## src/logic/lvl_pkg.sv

```systemverilog
/*
 * lvl_pkg: shared widths, types and register map of the level-state stack
 * used by the bus decoder, the level cells and the backtrack selector
 */
package lvl_pkg;

    localparam int WIDTH_BIN = 10;  // literal bin id
    localparam int WIDTH_LVL = 16;  // decision level number

    typedef logic [WIDTH_BIN-1:0] bin_t;
    typedef logic [WIDTH_LVL-1:0] lvl_t;
    typedef logic [31:0]          wb_data_t;

    // search chain flag, passed from the top cell downwards
    typedef enum logic [1:0] {
        FIND_NONE = 2'd0,  // nothing found above
        FIND_HIT  = 2'd1,  // this cell is the hit
        FIND_PASS = 2'd2   // hit already found further up
    } find_flag_e;

    // saved state of one level
    typedef struct packed {
        bin_t dcd_bin;
        logic has_bkt;
    } lvl_states_t;

    // command broadcast to every cell
    typedef struct packed {
        logic        decide;
        logic        load;
        logic        apply_bkt;
        lvl_t        sel_lvl;
        bin_t        bin;
        lvl_states_t states;
        lvl_t        max_lvl;
    } lvl_cmd_t;

    typedef struct packed {
        logic found;
        lvl_t hit_lvl;
        bin_t hit_bin;
    } bkt_result_t;

    // word addresses of the bus registers
    localparam logic [2:0] ADDR_DECIDE   = 3'd0;
    localparam logic [2:0] ADDR_LOAD     = 3'd1;
    localparam logic [2:0] ADDR_MAX_LVL  = 3'd2;
    localparam logic [2:0] ADDR_BKT      = 3'd3;
    localparam logic [2:0] ADDR_RESULT   = 3'd4;
    localparam logic [2:0] ADDR_RD_SEL   = 3'd5;
    localparam logic [2:0] ADDR_RD_STATE = 3'd6;

endpackage

```

## src/logic/lvl_wb_ctrl.sv

```systemverilog
/*
 * Wishbone classic slave of the level stack
 * turns bus writes into per-level commands, holds max_lvl and the
 * read select, and serves result and level state reads
 */
module lvl_wb_ctrl #(
    parameter int NUM_LVLS = 8
) (
    input  logic                  clk,
    input  logic                  rst,

    // wishbone classic slave
    input  logic                  wb_cyc_i,
    input  logic                  wb_stb_i,
    input  logic                  wb_we_i,
    input  logic [2:0]            wb_adr_i,
    input  lvl_pkg::wb_data_t     wb_dat_i,
    output lvl_pkg::wb_data_t     wb_dat_o,
    output logic                  wb_ack_o,

    // stack side
    input  lvl_pkg::lvl_states_t  cell_states_i [NUM_LVLS],
    input  lvl_pkg::bkt_result_t  result_i,
    output lvl_pkg::lvl_cmd_t     cmd_o
);

    import lvl_pkg::*;

    localparam int   IDX_W      = (NUM_LVLS > 1) ? $clog2(NUM_LVLS) : 1;
    localparam lvl_t NUM_LVLS_L = lvl_t'(NUM_LVLS);

    typedef enum logic {
        BUS_IDLE,
        BUS_ACK
    } bus_state_e;

    bus_state_e state_q;
    logic       req;        // transfer request seen on the bus
    logic       accept;     // request taken this cycle
    logic       wr_ack;     // write in its ack cycle
    lvl_t       max_lvl_q;
    lvl_t       rd_sel_q;
    wb_data_t   rd_data;

    assign req      = wb_cyc_i & wb_stb_i;
    assign accept   = req & (state_q == BUS_IDLE);
    assign wb_ack_o = (state_q == BUS_ACK);

    // host holds its signals through the ack cycle, so decode straight off the bus
    assign wr_ack = wb_ack_o & req & wb_we_i;

    always_ff @(posedge clk) begin
        if (!rst) begin
            state_q <= BUS_IDLE;
        end else begin
            case (state_q)
                BUS_IDLE: if (req) state_q <= BUS_ACK;
                BUS_ACK:  state_q <= BUS_IDLE;   // single cycle ack
                default:  state_q <= BUS_IDLE;
            endcase
        end
    end

    // max level and read select registers
    always_ff @(posedge clk) begin
        if (!rst) begin
            max_lvl_q <= '0;
            rd_sel_q  <= '0;
        end else if (wr_ack) begin
            if (wb_adr_i == ADDR_MAX_LVL) begin
                max_lvl_q <= wb_dat_i[15:0];
            end
            if (wb_adr_i == ADDR_RD_SEL) begin
                rd_sel_q <= wb_dat_i[15:0];
            end
        end
    end

    // command broadcast whose strobes live only in the ack cycle
    always_comb begin
        cmd_o.decide         = wr_ack & (wb_adr_i == ADDR_DECIDE);
        cmd_o.load           = wr_ack & (wb_adr_i == ADDR_LOAD);
        cmd_o.apply_bkt      = wr_ack & (wb_adr_i == ADDR_BKT);
        cmd_o.sel_lvl        = wb_dat_i[31:16];
        cmd_o.bin            = wb_dat_i[9:0];
        cmd_o.states.dcd_bin = wb_dat_i[9:0];
        cmd_o.states.has_bkt = wb_dat_i[10];
        cmd_o.max_lvl        = max_lvl_q;
    end

    // read mux
    always_comb begin
        rd_data = '0;
        case (wb_adr_i)
            ADDR_RESULT: begin
                rd_data[31]    = result_i.found;
                rd_data[25:10] = result_i.hit_lvl;
                rd_data[9:0]   = result_i.hit_bin;
            end
            ADDR_RD_STATE: begin
                if (rd_sel_q < NUM_LVLS_L) begin
                    rd_data[10:0] = cell_states_i[rd_sel_q[IDX_W-1:0]];
                end
            end
            default: rd_data = '0;
        endcase
    end

    // read data is sampled when the request is taken and held through ack
    always_ff @(posedge clk) begin
        if (accept && !wb_we_i) begin
            wb_dat_o <= rd_data;
        end
    end

endmodule

```

## src/logic/lvl_cell.sv

```systemverilog
/*
 * lvl_cell: state of one decision level
 * holds bin, level and backtrack flag and takes one step of the search chain
 */
module lvl_cell #(
    parameter int LVL_IDX = 0
) (
    input  logic                  clk,
    input  logic                  rst,
    input  lvl_pkg::lvl_cmd_t     cmd_i,
    input  lvl_pkg::find_flag_e   flag_i,
    output lvl_pkg::find_flag_e   flag_o,
    output logic                  hit_o,
    output lvl_pkg::bin_t         bkt_bin_o,
    output lvl_pkg::lvl_states_t  states_o
);

    import lvl_pkg::*;

    bin_t dcd_bin_q;
    logic has_bkt_q;
    lvl_t var_lvl_q;
    logic sel;          // decide or load is aimed here

    assign sel = (cmd_i.sel_lvl == lvl_t'(LVL_IDX));

    // chain step, pass once something above has hit
    always_comb begin
        if (flag_i != FIND_NONE) begin
            flag_o = FIND_PASS;
        end else if (cmd_i.max_lvl >= var_lvl_q && !has_bkt_q) begin
            flag_o = FIND_HIT;
        end else begin
            flag_o = FIND_NONE;
        end
    end

    assign hit_o    = (flag_o == FIND_HIT);
    assign states_o = '{dcd_bin: dcd_bin_q, has_bkt: has_bkt_q};

    always_ff @(posedge clk) begin
        if (!rst) begin
            dcd_bin_q <= '0;
            var_lvl_q <= '0;
        end else if (cmd_i.load && sel) begin
            dcd_bin_q <= cmd_i.states.dcd_bin;
            var_lvl_q <= cmd_i.sel_lvl;
        end else if (cmd_i.decide && sel) begin
            dcd_bin_q <= cmd_i.bin;
            var_lvl_q <= cmd_i.sel_lvl;
        end
    end

    always_ff @(posedge clk) begin
        if (!rst) begin
            has_bkt_q <= 1'b0;
        end else if (cmd_i.load && sel) begin
            has_bkt_q <= cmd_i.states.has_bkt;
        end else if (cmd_i.apply_bkt) begin
            case (flag_o)
                FIND_NONE: has_bkt_q <= 1'b0;   // above the hit, reopen
                FIND_HIT:  has_bkt_q <= 1'b1;   // hit level flips
                default:   has_bkt_q <= has_bkt_q;
            endcase
        end
    end

    // bin only shows up for the hit cell
    always_ff @(posedge clk) begin
        if (!rst) begin
            bkt_bin_o <= '0;
        end else begin
            bkt_bin_o <= hit_o ? dcd_bin_q : '0;
        end
    end

endmodule

```

## src/logic/lvl_bkt_select.sv

```systemverilog
/*
 * lvl_bkt_select: reduces the search chain outputs to one registered
 * result with found flag, hit level and hit bin
 */
module lvl_bkt_select #(
    parameter int NUM_LVLS = 8
) (
    input  logic                  clk,
    input  logic                  rst,
    input  logic [NUM_LVLS-1:0]   hit_i,
    input  lvl_pkg::bin_t         bkt_bin_i [NUM_LVLS],
    output lvl_pkg::bkt_result_t  result_o
);

    import lvl_pkg::*;

    logic [NUM_LVLS-1:0] hit_q;     // lines up with the registered bins
    lvl_t                hit_lvl;
    bin_t                hit_bin;

    always_ff @(posedge clk) begin
        if (!rst) begin
            hit_q <= '0;
        end else begin
            hit_q <= hit_i;
        end
    end

    // one-hot to index
    always_comb begin
        hit_lvl = '0;
        for (int i = 0; i < NUM_LVLS; i++) begin
            if (hit_q[i]) begin
                hit_lvl = lvl_t'(i);
            end
        end
    end

    // non-hit cells hold zero, so an OR picks the hit bin
    always_comb begin
        hit_bin = '0;
        for (int i = 0; i < NUM_LVLS; i++) begin
            hit_bin = hit_bin | bkt_bin_i[i];
        end
    end

    always_ff @(posedge clk) begin
        if (!rst) begin
            result_o <= '0;
        end else begin
            result_o.found   <= |hit_q;
            result_o.hit_lvl <= hit_lvl;
            result_o.hit_bin <= hit_bin;
        end
    end

endmodule

```

## src/logic/lvl_stack_top.sv

```systemverilog
/*
 * lvl_stack_top: level-state stack of the decision engine
 * bus decoder, chain of level cells and backtrack selector
 */
module lvl_stack_top #(
    parameter int NUM_LVLS = 8
) (
    input  logic               clk,
    input  logic               rst,

    input  logic               wb_cyc_i,
    input  logic               wb_stb_i,
    input  logic               wb_we_i,
    input  logic [2:0]         wb_adr_i,
    input  lvl_pkg::wb_data_t  wb_dat_i,
    output lvl_pkg::wb_data_t  wb_dat_o,
    output logic               wb_ack_o
);

    import lvl_pkg::*;

    lvl_cmd_t            cmd;
    bkt_result_t         result;
    lvl_states_t         cell_states [NUM_LVLS];
    bin_t                bkt_bin     [NUM_LVLS];
    logic [NUM_LVLS-1:0] hit_vec;
    find_flag_e          flag_chain  [NUM_LVLS+1];  // entry i is the output of cell i

    assign flag_chain[NUM_LVLS] = FIND_NONE;        // nothing above the top cell

    lvl_wb_ctrl #(
        .NUM_LVLS (NUM_LVLS)
    ) u_wb_ctrl (
        .clk           (clk),
        .rst           (rst),
        .wb_cyc_i      (wb_cyc_i),
        .wb_stb_i      (wb_stb_i),
        .wb_we_i       (wb_we_i),
        .wb_adr_i      (wb_adr_i),
        .wb_dat_i      (wb_dat_i),
        .wb_dat_o      (wb_dat_o),
        .wb_ack_o      (wb_ack_o),
        .cell_states_i (cell_states),
        .result_i      (result),
        .cmd_o         (cmd)
    );

    for (genvar i = 0; i < NUM_LVLS; i++) begin : g_lvl
        lvl_cell #(
            .LVL_IDX (i)
        ) u_cell (
            .clk       (clk),
            .rst       (rst),
            .cmd_i     (cmd),
            .flag_i    (flag_chain[i+1]),
            .flag_o    (flag_chain[i]),
            .hit_o     (hit_vec[i]),
            .bkt_bin_o (bkt_bin[i]),
            .states_o  (cell_states[i])
        );
    end

    lvl_bkt_select #(
        .NUM_LVLS (NUM_LVLS)
    ) u_bkt_select (
        .clk       (clk),
        .rst       (rst),
        .hit_i     (hit_vec),
        .bkt_bin_i (bkt_bin),
        .result_o  (result)
    );

endmodule

```

## config.mk

```make
export PLATFORM = sky130hd
export DESIGN_NAME = lvl_stack_top
export DESIGN_NICKNAME = d
export VERILOG_FILES = /design/src/logic/lvl_pkg.sv /design/src/logic/lvl_wb_ctrl.sv /design/src/logic/lvl_cell.sv /design/src/logic/lvl_bkt_select.sv /design/src/logic/lvl_stack_top.sv
export SDC_FILE = /design/constraint.sdc
export NUM_CORES = 1
export LEC_CHECK = 0
export ABC_AREA = 1
export BUFFER_PORTS_ARGS = -buffer_cell sky130_fd_sc_hd__buf_2
export CAP_MARGIN = 20
export CORE_MARGIN = 1
export CORE_UTILIZATION = 45
export DETAILED_ROUTE_END_ITERATION = 16
export GPL_ROUTABILITY_DRIVEN = 1
export GPL_TIMING_DRIVEN = 0
export PLACE_DENSITY = 0.7
export REMOVE_ABC_BUFFERS = 1
export SLEW_MARGIN = 30
export SYNTH_ARGS = -nofsm -noshare
export SYNTH_HDL_FRONTEND = slang
export SYNTH_SLANG_ARGS = --single-unit
```

## constraint.sdc

```tcl
create_clock -name clk -period 2 [get_ports clk]
set_clock_uncertainty 0.1 [all_clocks]
set_input_delay 0 -clock clk [delete_from_list [all_inputs] [get_ports clk]]
set_output_delay 0 -clock clk [all_outputs]
set_load 0.01 [all_outputs]
```

==> results of run 1 <==
-- flip-flops by register name, summed over array words and instances, names as in the netlist --
| signal | flops |
|---|---|
| g_lvl.u_cell.bkt_bin_o | 80 |
| g_lvl.u_cell.dcd_bin_q | 80 |
| g_lvl.u_cell.has_bkt_q | 8 |
| g_lvl.u_cell.var_lvl_q | 128 |
| u_bkt_select.hit_q | 8 |
| u_bkt_select.result_o | 14 |
| u_wb_ctrl.max_lvl_q | 16 |
| u_wb_ctrl.rd_sel_q | 16 |
| u_wb_ctrl.wb_ack_o | 1 |
| u_wb_ctrl.wb_dat_o | 14 |
-- cell type report --
type                       instances  area [sq um]  area share [%]
clock inverter                     9         73.82          0.3529
timing repair buffer             193          1941           9.277
multi-input combinational       1157          8008           38.28
timing repair inverter             2         16.27         0.07776
tap                              455         569.3           2.721
inverter                         411          1628           7.782
antenna                            1         2.502         0.01196
clock buffer                      57          1166           5.575
sequential                       365          7515           35.92
-- what timing repair did --
action / in CTS / in global routing
endpoints found under the setup margin: 321 / 237
resized for setup: 208 / 238
buffers inserted: 48 / 57
pin swaps: 22 / 72
cloned: 15 / 3
hold endpoints to repair: 195 / 0
hold buffers: 26 / 0
-- cells in the final DEF (no fill, tap or decap), types with 28 or more instances in the layout --
| cell | count |
|---|---|
| nor2_4 | 28 |
| ha_1 | 89 |
| dfxtp_1 | 329 |
| clkbuf_16 | 43 |
| inv_1 | 383 |
| nor2_2 | 29 |
| nand3_1 | 146 |
| ha_4 | 39 |
| nand2_1 | 132 |
| nor2_1 | 149 |
| a21oi_2 | 35 |
| o21ai_0 | 131 |
| a21oi_1 | 155 |
| buf_4 | 46 |
| buf_2 | 54 |
| buf_6 | 37 |
-- worst reg2reg max path, stage by stage (launching register included) --
cell and delay (ns):
dfxtp_4 0.40, ha_1 0.33, nand2_1 0.16, nor2_1 0.08, a21oi_2 0.48, nand3_2 0.21, nand2_2 0.16, nand4_4 0.16
nor2_4 0.17, nand2_2 0.08, nor3_4 0.21, buf_12 0.18, inv_6 0.07, nor2_2 0.10
-- worst max path at each step --
stage	end	cells after the start	start	slack [ns]
2_1_floorplan	g_lvl[2].u_cell.has_bkt_q$_SDFFE_PN0P_	11	u_wb_ctrl.wb_ack_o$_SDFF_PP0_	-0.42
3_3_place_gp	g_lvl[7].u_cell.bkt_bin_o[4]$_SDFF_PN0_	5	rst	-3.58
3_5_place_dp	g_lvl[2].u_cell.has_bkt_q$_SDFFE_PN0P_	11	u_wb_ctrl.wb_ack_o$_SDFF_PP0_	-1.11
4_1_cts	g_lvl[0].u_cell.bkt_bin_o[1]$_SDFF_PN0_	17	u_wb_ctrl.max_lvl_q[0]$_SDFFE_PN0P_	-0.57
5_1_grt	g_lvl[0].u_cell.bkt_bin_o[1]$_SDFF_PN0_	13	u_wb_ctrl.max_lvl_q[15]$_SDFFE_PN0P_	-0.99
6_report	g_lvl[0].u_cell.bkt_bin_o[1]$_SDFF_PN0_	13	u_wb_ctrl.max_lvl_q[15]$_SDFFE_PN0P_	-0.93
-- per-stage QoR --
stage	setup slack (ns)	util [%]	area, sq um	TNS (ns)
floorplan	-0.4239	-	15530	-15.11
global placement	-3.582	47.16	16370	-688.00
detailed placement	-1.112	47.78	16590	-152.83
CTS	-0.5674	56.29	19540	-39.55
global route	-0.9875	60.25	20920	-86.41
finish	-0.9307	60.26	20920	-70.87
-- cell families (layout without fill, tap and decap cells) --
logic type	Yosys count	in the layout	synth area share, %
flip-flops	365	365	46.72
adder cells (fa/ha/maj)	128	128	10.05
buffers and inverters	512	672	12.64
AO/OA/AOI/OAI	414	414	13.89
other	1	19	0.02353
AND/OR/NAND/NOR	592	597	16.67
-- power by group through the flow --
stage,combinational (mW),clock [mW],sequential [mW]
2_1_floorplan,0.122,0,7.50
3_3_place_gp,0.324,0,7.50
3_5_place_dp,0.344,0,7.50
4_1_cts,0.418,7.08,7.32
5_1_grt,0.492,7.42,7.31
6_report,0.466,7.08,7.32
-- layer usage --
layer  global-route usage [%]  up-vias
li1                         -     6792
met1                    31.47     6864
met2                    42.13      770
met3                    4.206      263
met4                    13.17        0
met5                        0        -
==> metrics, run 1 <==
status=complete, but fails checks; failing checks=setup timing; crit path launch type=register; slowest library cell on the worst path=a21oi_2; Hold Crit Start=wb_dat_i[19]; maximum fanout along the worst path=6; GRT Total Usage=25.33%; clk slew on worst S/H paths=0.07 ns; initial drt markers=1435; Final Cycle Share=146.5%; Post-DP HPWL=around 26000 um; Total Power=around 15 mW; largest net degree at the start of global routing=122; Max clock buf depth=3; Commonest cells post-synth=inv_1, dfxtp_1, nor2_1; top-area cell type share of the netlist area=44.09%; warnings from Yosys=0; worst flop-to-flop path startpoint=u_wb_ctrl.max_lvl_q[15]$_SDFFE_PN0P_; RSZ-0062 raised after global routing=true; CTS Buf Count=40; Worst Max-Slew Pin Slew=approximately 0.79 ns; row count=68; Slew Viols, Final=0; Max-slew headroom=47.17%; fraction of synthesis flops using an asynchronous set or reset pin=0%; EDFF count, synth=14; Ports=73; sequential area share after synthesis=a little under half; Worst VDD drop=0.0007012 V; syn avg cell area=7.922 sq um; fin crit period=2.931 ns; H-tree depth=2; GPL Wtd Cong=0.8845; Pwr per Cell Area=710.6 nW/um^2; Synth area leaders=dfxtp_1, ha_1, inv_1; antenna viol nets, final=0; Worst-Skew Late Latency=0.56 ns; CP endpoint kind=register; synth-to-layout area growth=31.24%; clock root cell=clkbuf_16; Placed Cells=2446; crit path kind=register to register; max_cap viols=0; Mapped Cells=~2000; NumNets Final=2338; Main synth FF type=dfxtp_1; clock sink total=365; First-pass DRT Iterations=5; sequential share of power=between 40% and 50%; die area=36180 sq um; Sw Ratio=22.66%; Remaining DRCs=0; fin cells=around 2700; initial antenna violation count=0; M1 WL=19250 um; DR top layer=met4; Starting Density=around 46%; Clock Power Share=47.7%; Avg WL per Cell=approximately 20 um; worst hold path cell count=8; Yosys top cell by area=dfxtp_1; GR Overflow Total=0; most common cell in the netlist=inv_1; vias in the first global route=13450; Critical Path Max Stage Delay=~0.48 ns; met3 WL=5009 um; critical path's most frequent cell=nand2_2; vias=14690; vias per cell=5.543; crit path DAT=3.32 ns; die height=190.2 um; P_sw=~3.4 mW; fill count=2753; reg2reg end=g_lvl[0].u_cell.bkt_bin_o[1]$_SDFF_PN0_; Top delay family on crit path=simple AND/OR/NAND/NOR gates; synthesized cell area=around 16000 sq um; final setup fails=~190; worst r2r path cells=13; port bufs=54; layout cells sized above 1=22.70%; Internal=approximately 11 mW; setup ws final=-0.9307 ns; Max Clk Rate=approximately 340 MHz; total wire length=51870 um; unique cell type count in the Yosys netlist=41; hold slack=0.07902 ns; Seq cells post-synth=about 370; Worst Hold Endpoint=g_lvl[0].u_cell.var_lvl_q[2]$_SDFFE_PN0P_; Hold Path Class=input pin to register; DR WL met2=24090 um; share of total power in combinational logic=3.1%; cells along the critical path=ha_1 > nand2_1 > nor2_1 > a21oi_2 > nand3_2 > nand2_2 > nand4_4 > nor2_4 > nand2_2 > nor3_4 > buf_12 > inv_6 > nor2_2; flop-to-flop setup slack=-0.93 ns; first-pass GRT wire length=between 70000 and 80000 um; core area=34710 sq um; CTS tree=yes; die width=190.2 um; Hold Vio Cnt, Final=0; WP buf/inv=2; critical path data required time=2.38 ns; Pleak=9.293 nW
No activity file was read; power rests on OpenSTA's default activity.
==> inputs of run 2 (changes only) <==
--- a/config.mk
+++ b/config.mk
@@ -8,13 +8,14 @@
 export ABC_AREA = 1
 export BUFFER_PORTS_ARGS = -buffer_cell sky130_fd_sc_hd__buf_2
 export CAP_MARGIN = 20
-export CORE_MARGIN = 1
+export CORE_MARGIN = 2
 export CORE_UTILIZATION = 45
 export DETAILED_ROUTE_END_ITERATION = 16
 export GPL_ROUTABILITY_DRIVEN = 1
 export GPL_TIMING_DRIVEN = 0
 export PLACE_DENSITY = 0.7
 export REMOVE_ABC_BUFFERS = 1
+export SKIP_CTS_REPAIR_TIMING = 1
 export SLEW_MARGIN = 30
 export SYNTH_ARGS = -nofsm -noshare
 export SYNTH_HDL_FRONTEND = slang
==> constraint.sdc (replaced) <==
create_clock -name clk -period 2 [get_ports clk]
set_clock_uncertainty 0.1 [all_clocks]
set_input_delay 0.4 -clock clk [delete_from_list [all_inputs] [get_ports clk]]
set_output_delay 0.4 -clock clk [all_outputs]
set_load 0.01 [all_outputs]
==> run 2 against run 1 <==
Against the previous run: register-to-register slack improved by 0.38 ns; clock power fell by 3.1%; sequential power barely moved; the flow still finishes with violations (setup timing); final cell count fell by 2.6%; count of clock-buffer cells in the layout fell by 3; cell area fell by 7.5%; wire length fell by 15%; first-iteration DRC count fell by 19%; largest cell class is now flip-flops and latches; critical path type unchanged; flip-flop and latch count did not move; critical endpoint is now g_lvl[0].u_cell.bkt_bin_o[0]$_SDFF_PN0_.
==> metrics, run 2 (synthesis results as in run 1) <==
Remaining DRCs=0 (unchanged); fill count=3043 (was 2753); fin crit period=2.550 ns (was 2.931 ns); top library cells by usage in the layout, fill and taps aside=inv_1, dfxtp_1, nor2_1 (was inv_1, dfxtp_1, a21oi_1); final setup fails=183 (was 186); row count=68 (unchanged); initial drt markers=1166 (was 1435); Max clock buf depth=3 (unchanged); die area=36940 sq um (was 36180 sq um); CTS Buf Count=39 (was 40); GRT Total Usage=21.90% (was 25.33%); worst flop-to-flop path startpoint=u_wb_ctrl.max_lvl_q[11]$_SDFFE_PN0P_ (was u_wb_ctrl.max_lvl_q[15]$_SDFFE_PN0P_); Final Util=55.72% (was 60.26%); die height=192.2 um (was 190.2 um); antenna viol nets, final=0 (unchanged); Critical Path Max Stage Delay=0.41 ns (was 0.48 ns); layout cells sized above 1=16.56% (was 22.70%); Worst VDD drop=0.0006970 V (was 0.0007012 V); Post-DP HPWL=26290 um (was 26490 um); GR Overflow Total=0 (unchanged); clock root cell=clkbuf_16 (unchanged); NumNets Final=2268 (was 2338); Hold Vio Cnt, Final=0 (unchanged); clk slew on worst S/H paths=0.06 ns (was 0.07 ns); H-tree depth=2 (unchanged); clock sink total=365 (unchanged); maximum fanout along the worst path=6 (unchanged); first-pass GRT wire length=63190 um (was 71260 um); port bufs=54 (unchanged); total wire length=44010 um (was 51870 um); RSZ-0062 raised after global routing=true (unchanged); max_cap viols=0 (unchanged); commonest non-fill, non-tap cell in the layout=inv_1 (unchanged); Avg WL per Cell=17.05 um (was 19.57 um); failing checks=setup timing (unchanged); Slew Viols, Final=0 (unchanged); status=complete, but fails checks (unchanged); Ports=73 (unchanged); largest net degree at the start of global routing=122 (unchanged); flop-to-flop setup slack=-0.55 ns (was -0.93 ns); die width=192.2 um (was 190.2 um); Pwr per Cell Area=753.1 nW/um^2 (was 710.6 nW/um^2); CP endpoint kind=register (unchanged); multi-input logic area=7276 sq um (was 8008 sq um); Final Cycle Share=127.5% (was 146.5%); initial antenna violation count=2 (was 0); CTS tree=yes (unchanged); Max-slew headroom=48.47% (was 47.17%); Worst Hold Endpoint=u_wb_ctrl.max_lvl_q[14]$_SDFFE_PN0P_ (was g_lvl[0].u_cell.var_lvl_q[2]$_SDFFE_PN0P_); worst r2r path cells=14 (was 13); Worst-Skew Late Latency=0.56 ns (about the same); # diodes=0 (was 1); crit path kind=register to register (unchanged); design area=19340 sq um (was 20920 sq um); crit path DAT=2.95 ns (was 3.32 ns); core area=34710 sq um (unchanged); setup ws final=-0.5504 ns (was -0.9307 ns); worst hold path cell count=3 (was 8); Max Clk Rate=392.1 MHz (was 341.2 MHz); crit path launch type=register (unchanged); GPL Wtd Cong=0.8325 (was 0.8845); Worst Max-Slew Pin Slew=0.7730 ns (was 0.7859 ns); Pleak=8.767 nW (was 9.293 nW); DP Worst Slack=-1.361 ns (was -1.112 ns); Total Power=14.57 mW (was 14.86 mW); cells along the critical path=buf_6 > ha_1 > a21oi_1 > o21ai_0 > a21oi_1 > nand3_1 > nand2_2 > inv_2 > nor2_4 > nand2_2 > nor3_4 > buf_12 > inv_8 > nor2_4 (was ha_1 > nand2_1 > nor2_1 > a21oi_2 > nand3_2 > nand2_2 > nand4_4 > nor2_4 > nand2_2 > nor3_4 > buf_12 > inv_6 > nor2_2); vias per cell=5.286 (was 5.543); First-pass DRT Iterations=5 (unchanged); hold slack=0.002847 ns (was 0.07902 ns); Hold Crit Start=wb_dat_i[14] (was wb_dat_i[19]); vias in the first global route=12300 (was 13450); max reg flops=128 (unchanged); critical path data required time=2.40 ns (was 2.38 ns); DP Area=16560 sq um (was 16590 sq um); slowest library cell on the worst path=dfxtp_4 (was a21oi_2); reg2reg end=g_lvl[0].u_cell.bkt_bin_o[0]$_SDFF_PN0_ (was g_lvl[0].u_cell.bkt_bin_o[1]$_SDFF_PN0_); Largest regs=g_lvl.u_cell.var_lvl_q (128), g_lvl.u_cell.bkt_bin_o (80), g_lvl.u_cell.dcd_bin_q (80) (unchanged); synth-to-layout area growth=21.36% (was 31.24%); sequential cell area=7515 sq um (unchanged); Hold Path Class=input pin to register (unchanged); Starting Density=45.92% (unchanged); largest register by flop count=g_lvl.u_cell.var_lvl_q (unchanged); vias=13640 (was 14690)
run 2: critical path, delay by kind of cell (launching register included):
family | cells | cell delay, ns
buffers and inverters | 4 | 0.44
AO/OA/AOI/OAI | 3 | 0.46
flip-flops | 1 | 0.41
adder cells (fa/ha/maj) | 1 | 0.29
AND/OR/NAND/NOR | 6 | 0.77
run 2: layout make-up:
type / instances / share of cell area (%)
Inverter: 411 / 8.338
Tap cell: 455 / 2.943
Timing Repair inverter: 2 / 0.09702
Clock buffer: 54 / 5.492
Multi-Input combinational cell: 1154 / 37.61
Clock inverter: 13 / 0.7180
Timing Repair Buffer: 127 / 5.951
Sequential cell: 365 / 38.85
run 2: how the worst max path moves through the flow:
stage / start / endpoint / slack, ns / cells past startpoint
after floorplan: wb_cyc_i / g_lvl[2].u_cell.has_bkt_q$_SDFFE_PN0P_ / -0.45 / 11
after global placement: rst / g_lvl[7].u_cell.bkt_bin_o[3]$_SDFF_PN0_ / -3.92 / 5
after detailed placement: wb_cyc_i / g_lvl[2].u_cell.has_bkt_q$_SDFFE_PN0P_ / -1.36 / 12
after CTS: u_wb_ctrl.wb_ack_o$_SDFF_PP0_ / g_lvl[2].u_cell.has_bkt_q$_SDFFE_PN0P_ / -1.11 / 11
after global routing: u_wb_ctrl.max_lvl_q[11]$_SDFFE_PN0P_ / g_lvl[0].u_cell.bkt_bin_o[1]$_SDFF_PN0_ / -0.68 / 15
final: u_wb_ctrl.max_lvl_q[11]$_SDFFE_PN0P_ / g_lvl[0].u_cell.bkt_bin_o[0]$_SDFF_PN0_ / -0.55 / 14
run 2: metrics by stage:
| stage | instances | setup TNS [ns] |
|---|---|---|
| 3_5_place_dp | 2444 | -239.92 |
| 6_report | 2581 | -59.22 |
| 2_1_floorplan | 1928 | -20.52 |
| 3_3_place_gp | 2437 | -808.69 |
| 4_1_cts | 2511 | -180.89 |
| 5_1_grt | 2581 | -78.96 |
run 2: layer usage:
metal / GRT usage [%] / up-vias / wire (um)
met3: 3.362 / 117 / 3406
met2: 37.11 / 496 / 20720
li1: - / 6647 / -
met5: 0 / - / 17
met4: 9.689 / 2 / 1705
met1: 27.54 / 6382 / 18160
run 2: report_power, final:
part	leakage, nW	switching [mW]	internal, mW
logic	5.21	0.299	0.0908
registers	2.97	0.0101	7.31
clock network	0.585	2.98	3.88
total	8.77	3.29	11.3
==> inputs of run 3 (changes only) <==
--- a/config.mk
+++ b/config.mk
@@ -5,9 +5,8 @@
 export SDC_FILE = /design/constraint.sdc
 export NUM_CORES = 1
 export LEC_CHECK = 0
-export ABC_AREA = 1
+export ABC_AREA = 0
 export BUFFER_PORTS_ARGS = -buffer_cell sky130_fd_sc_hd__buf_2
-export CAP_MARGIN = 20
 export CORE_MARGIN = 2
 export CORE_UTILIZATION = 45
 export DETAILED_ROUTE_END_ITERATION = 16
==> run 3 against run 2 <==
Against the previous run: hold slack improved by 0.036 ns; sequential power is essentially flat; the flow still finishes with violations (setup timing); synthesized cell count fell by 17%; final cell count shrank 12%; power rose by 3.3%; clock power up 7.1%; flip-flop and latch count unchanged; core utilization increased by 1.1 points; count of clock-buffer cells in the layout is the same; first-iteration DRC count grew 12%; synthesized area down 2.6%; non-clock buffer count increased by 42.
==> metrics, run 3 <==
largest register by flop count=g_lvl.u_cell.var_lvl_q (unchanged); clk slew on worst S/H paths=0.06 ns (about the same); Mapped Cells=1662 (was 2012); vias in the first global route=11390 (was 12300); commonest non-fill, non-tap cell in the layout=dfxtp_1 (was inv_1); antenna viol nets, final=0 (unchanged); clock sink total=365 (unchanged); Synth area leaders=dfxtp_1, ha_1, nand2_1 (was dfxtp_1, ha_1, inv_1); design area=19480 sq um (was 19340 sq um); H-tree depth=2 (unchanged); GRT Total Usage=22.10% (was 21.90%); warnings from Yosys=0 (unchanged); EDFF count, synth=14 (unchanged); vias=12860 (was 13640); Max clock buf depth=3 (unchanged); syn avg cell area=9.344 sq um (was 7.922 sq um); Worst VDD drop=0.0007391 V (was 0.0006970 V); layout cells sized above 1=23.97% (was 16.56%); crit path kind=register to register (unchanged); top library cells by usage in the layout, fill and taps aside=dfxtp_1, nand2_1, a21oi_1 (was inv_1, dfxtp_1, nor2_1); CTS Buf Count=39 (unchanged); Pwr per Cell Area=772.4 nW/um^2 (was 753.1 nW/um^2); port bufs=54 (unchanged); die area=36010 sq um (was 36940 sq um); hold slack=0.03870 ns (was 0.002847 ns); core area=34290 sq um (was 34710 sq um); Remaining DRCs=0 (unchanged); CP endpoint kind=register (unchanged); most common cell in the netlist=dfxtp_1 (was inv_1); DP Worst Slack=-1.900 ns (was -1.361 ns); Hold Vio Cnt, Final=0 (unchanged); unique cell type count in the Yosys netlist=70 (was 41); Total Power=15.04 mW (was 14.57 mW); largest net degree at the start of global routing=116 (was 122); final setup fails=135 (was 183); Avg WL per Cell=20.49 um (was 17.05 um); status=complete, but fails checks (unchanged); clock root cell=clkbuf_16 (unchanged); Yosys top cell by area=dfxtp_1 (unchanged); die height=189.8 um (was 192.2 um); critical path's most frequent cell=buf_6; failing checks=setup timing (unchanged); Pleak=7.507 nW (was 8.767 nW); Max-slew headroom=43.47% (was 48.47%); Starting Density=45.29% (was 45.92%); NumNets Final=1956 (was 2268); Hold Path Class=input pin to register (unchanged); Max Clk Rate=323.4 MHz (was 392.1 MHz); max_cap viols=0 (unchanged); Main synth FF type=dfxtp_1 (unchanged); die width=189.8 um (was 192.2 um); first-pass GRT wire length=61990 um (was 63190 um); Seq cells post-synth=365 (unchanged); cells along the critical path=clkinvlp_4 > buf_6 > buf_6 > ha_4 > nand2b_4 > a211o_1 > a21oi_2 > o211ai_1 > a22oi_2 > buf_6 > and4_4 > and2_4 (was buf_6 > ha_1 > a21oi_1 > o21ai_0 > a21oi_1 > nand3_1 > nand2_2 > inv_2 > nor2_4 > nand2_2 > nor3_4 > buf_12 > inv_8 > nor2_4); Final Cycle Share=154.6% (was 127.5%); fin crit period=3.092 ns (was 2.550 ns); initial antenna violation count=3 (was 2); row count=68 (unchanged); fill count=2746 (was 3043); DP Area=16220 sq um (was 16560 sq um); Ports=73 (unchanged); max reg flops=128 (unchanged); Critical Path Max Stage Delay=0.38 ns (was 0.41 ns); Commonest cells post-synth=dfxtp_1, nand2_1, a21oi_1 (was inv_1, dfxtp_1, nor2_1); fraction of synthesis flops using an asynchronous set or reset pin=0% (unchanged); Worst-Skew Late Latency=0.54 ns (was 0.56 ns); CTS tree=yes (unchanged); Worst Max-Slew Pin Slew=0.8471 ns (was 0.7730 ns); sequential area share after synthesis=47.95% (was 46.72%); vias per cell=5.651 (was 5.286); total wire length=46620 um (was 44010 um); RSZ-0062 raised after global routing=true (unchanged); top-area cell type share of the netlist area=45.25% (was 44.09%); Slew Viols, Final=0 (unchanged); initial drt markers=1304 (was 1166); setup ws final=-1.092 ns (was -0.5504 ns); First-pass DRT Iterations=8 (was 5); crit path launch type=register (unchanged); slowest library cell on the worst path=and4_4 (was dfxtp_4); GPL Wtd Cong=0.8961 (was 0.8325); GR Overflow Total=0 (unchanged); Final Util=56.80% (was 55.72%); critical path data required time=2.38 ns (was 2.40 ns); Post-DP HPWL=25970 um (was 26290 um); synthesized cell area=15530 sq um (was 15940 sq um); synth-to-layout area growth=25.41% (was 21.36%); maximum fanout along the worst path=6 (unchanged); crit path DAT=3.47 ns (was 2.95 ns); Largest regs=g_lvl.u_cell.var_lvl_q (128), g_lvl.u_cell.bkt_bin_o (80), g_lvl.u_cell.dcd_bin_q (80) (unchanged)
[run 3: cell count changes after synthesis, moves of 18 or more]
cell / previous run / this run
a21oi_1: 195 / 146
nor2_1: 200 / 62
and3_1: 0 / 18
mux2i_1: 0 / 40
nor3_1: 15 / 126
o21ai_0: 162 / 34
inv_1: 398 / 134
nand2_1: 160 / 218
and2_1: 0 / 69
nand3_1: 160 / 16
mux4_2: 0 / 22
[run 3: cell type report]
cell class,instances,area (sq um),share of cell area (%)
Tap cell,455,569.3,2.923
Timing Repair Buffer,169,1441,7.401
Antenna cell,1,2.502,0.01285
Clock buffer,54,1112,5.711
Inverter,134,514.2,2.640
Multi-Input combinational cell,1079,8118,41.68
Sequential cell,365,7515,38.58
Clock inverter,18,203.9,1.047
[run 3: report_power, final]
part / internal [mW] / switching [mW] / leakage, nW / total, mW
combinational: 0.0996 / 0.286 / 3.87 / 0.386
clock: 4.32 / 3.03 / 0.655 / 7.35
sequential: 7.30 / 0.00630 / 2.98 / 7.31
total: 11.7 / 3.32 / 7.51 / 15.0
[run 3: stage by stage]
stage,instances,setup TNS [ns]
2_1_floorplan,1571,-699.47
3_3_place_gp,2080,-1518.68
3_5_place_dp,2099,-322.52
4_1_cts,2171,-218.00
5_1_grt,2275,-89.47
6_report,2275,-85.61
[run 3: cell families (layout without fill, tap and decap cells)]
kind of cell	after synthesis	in the layout	synth area share, %
other	1	19	0.02415
and+or+nand+nor	606	613	19.38
buffers and inverters	242	375	6.615
DFF	365	365	47.95
muxes	63	63	5.841
AOI/OAI and AO/OA	257	257	9.869
adders and majority gates	128	128	10.31
[run 3: critical path, delay by kind of cell (launching register included)]
| kind | cells | cell delay [ns] |
|---|---|---|
| AND/OR/NAND/NOR | 3 | 0.69 |
| flip-flops | 1 | 0.36 |
| AO/OA/AOI/OAI | 4 | 1.08 |
| adder cells (fa/ha/maj) | 1 | 0.20 |
| buffers and inverters | 4 | 0.60 |
[run 3: layer usage]
layer | track usage (%) | share of wire (%) | vias up
li1 | - | - | 5953
met1 | 28.62 | 40 | 6096
met2 | 37.24 | 46 | 651
met4 | 7.990 | 5.1 | 2
met3 | 3.689 | 9.4 | 155
met5 | 0 | 0.024 | -
[run 3: worst paths after layout]
kind | end | startpoint | slack (ns) | cells past startpoint
worst min register to register | u_wb_ctrl.wb_ack_o$_SDFF_PP0_ | u_wb_ctrl.wb_ack_o$_SDFF_PP0_ | 0.33 | 1
worst min-delay path | u_wb_ctrl.wb_ack_o$_SDFF_PP0_ | wb_stb_i | 0.04 | 3
worst max-delay path | g_lvl[0].u_cell.bkt_bin_o[0]$_SDFF_PN0_ | u_wb_ctrl.max_lvl_q[0]$_SDFFE_PN0P_ | -1.09 | 12
worst max register to register | g_lvl[0].u_cell.bkt_bin_o[0]$_SDFF_PN0_ | u_wb_ctrl.max_lvl_q[0]$_SDFFE_PN0P_ | -1.09 | 12
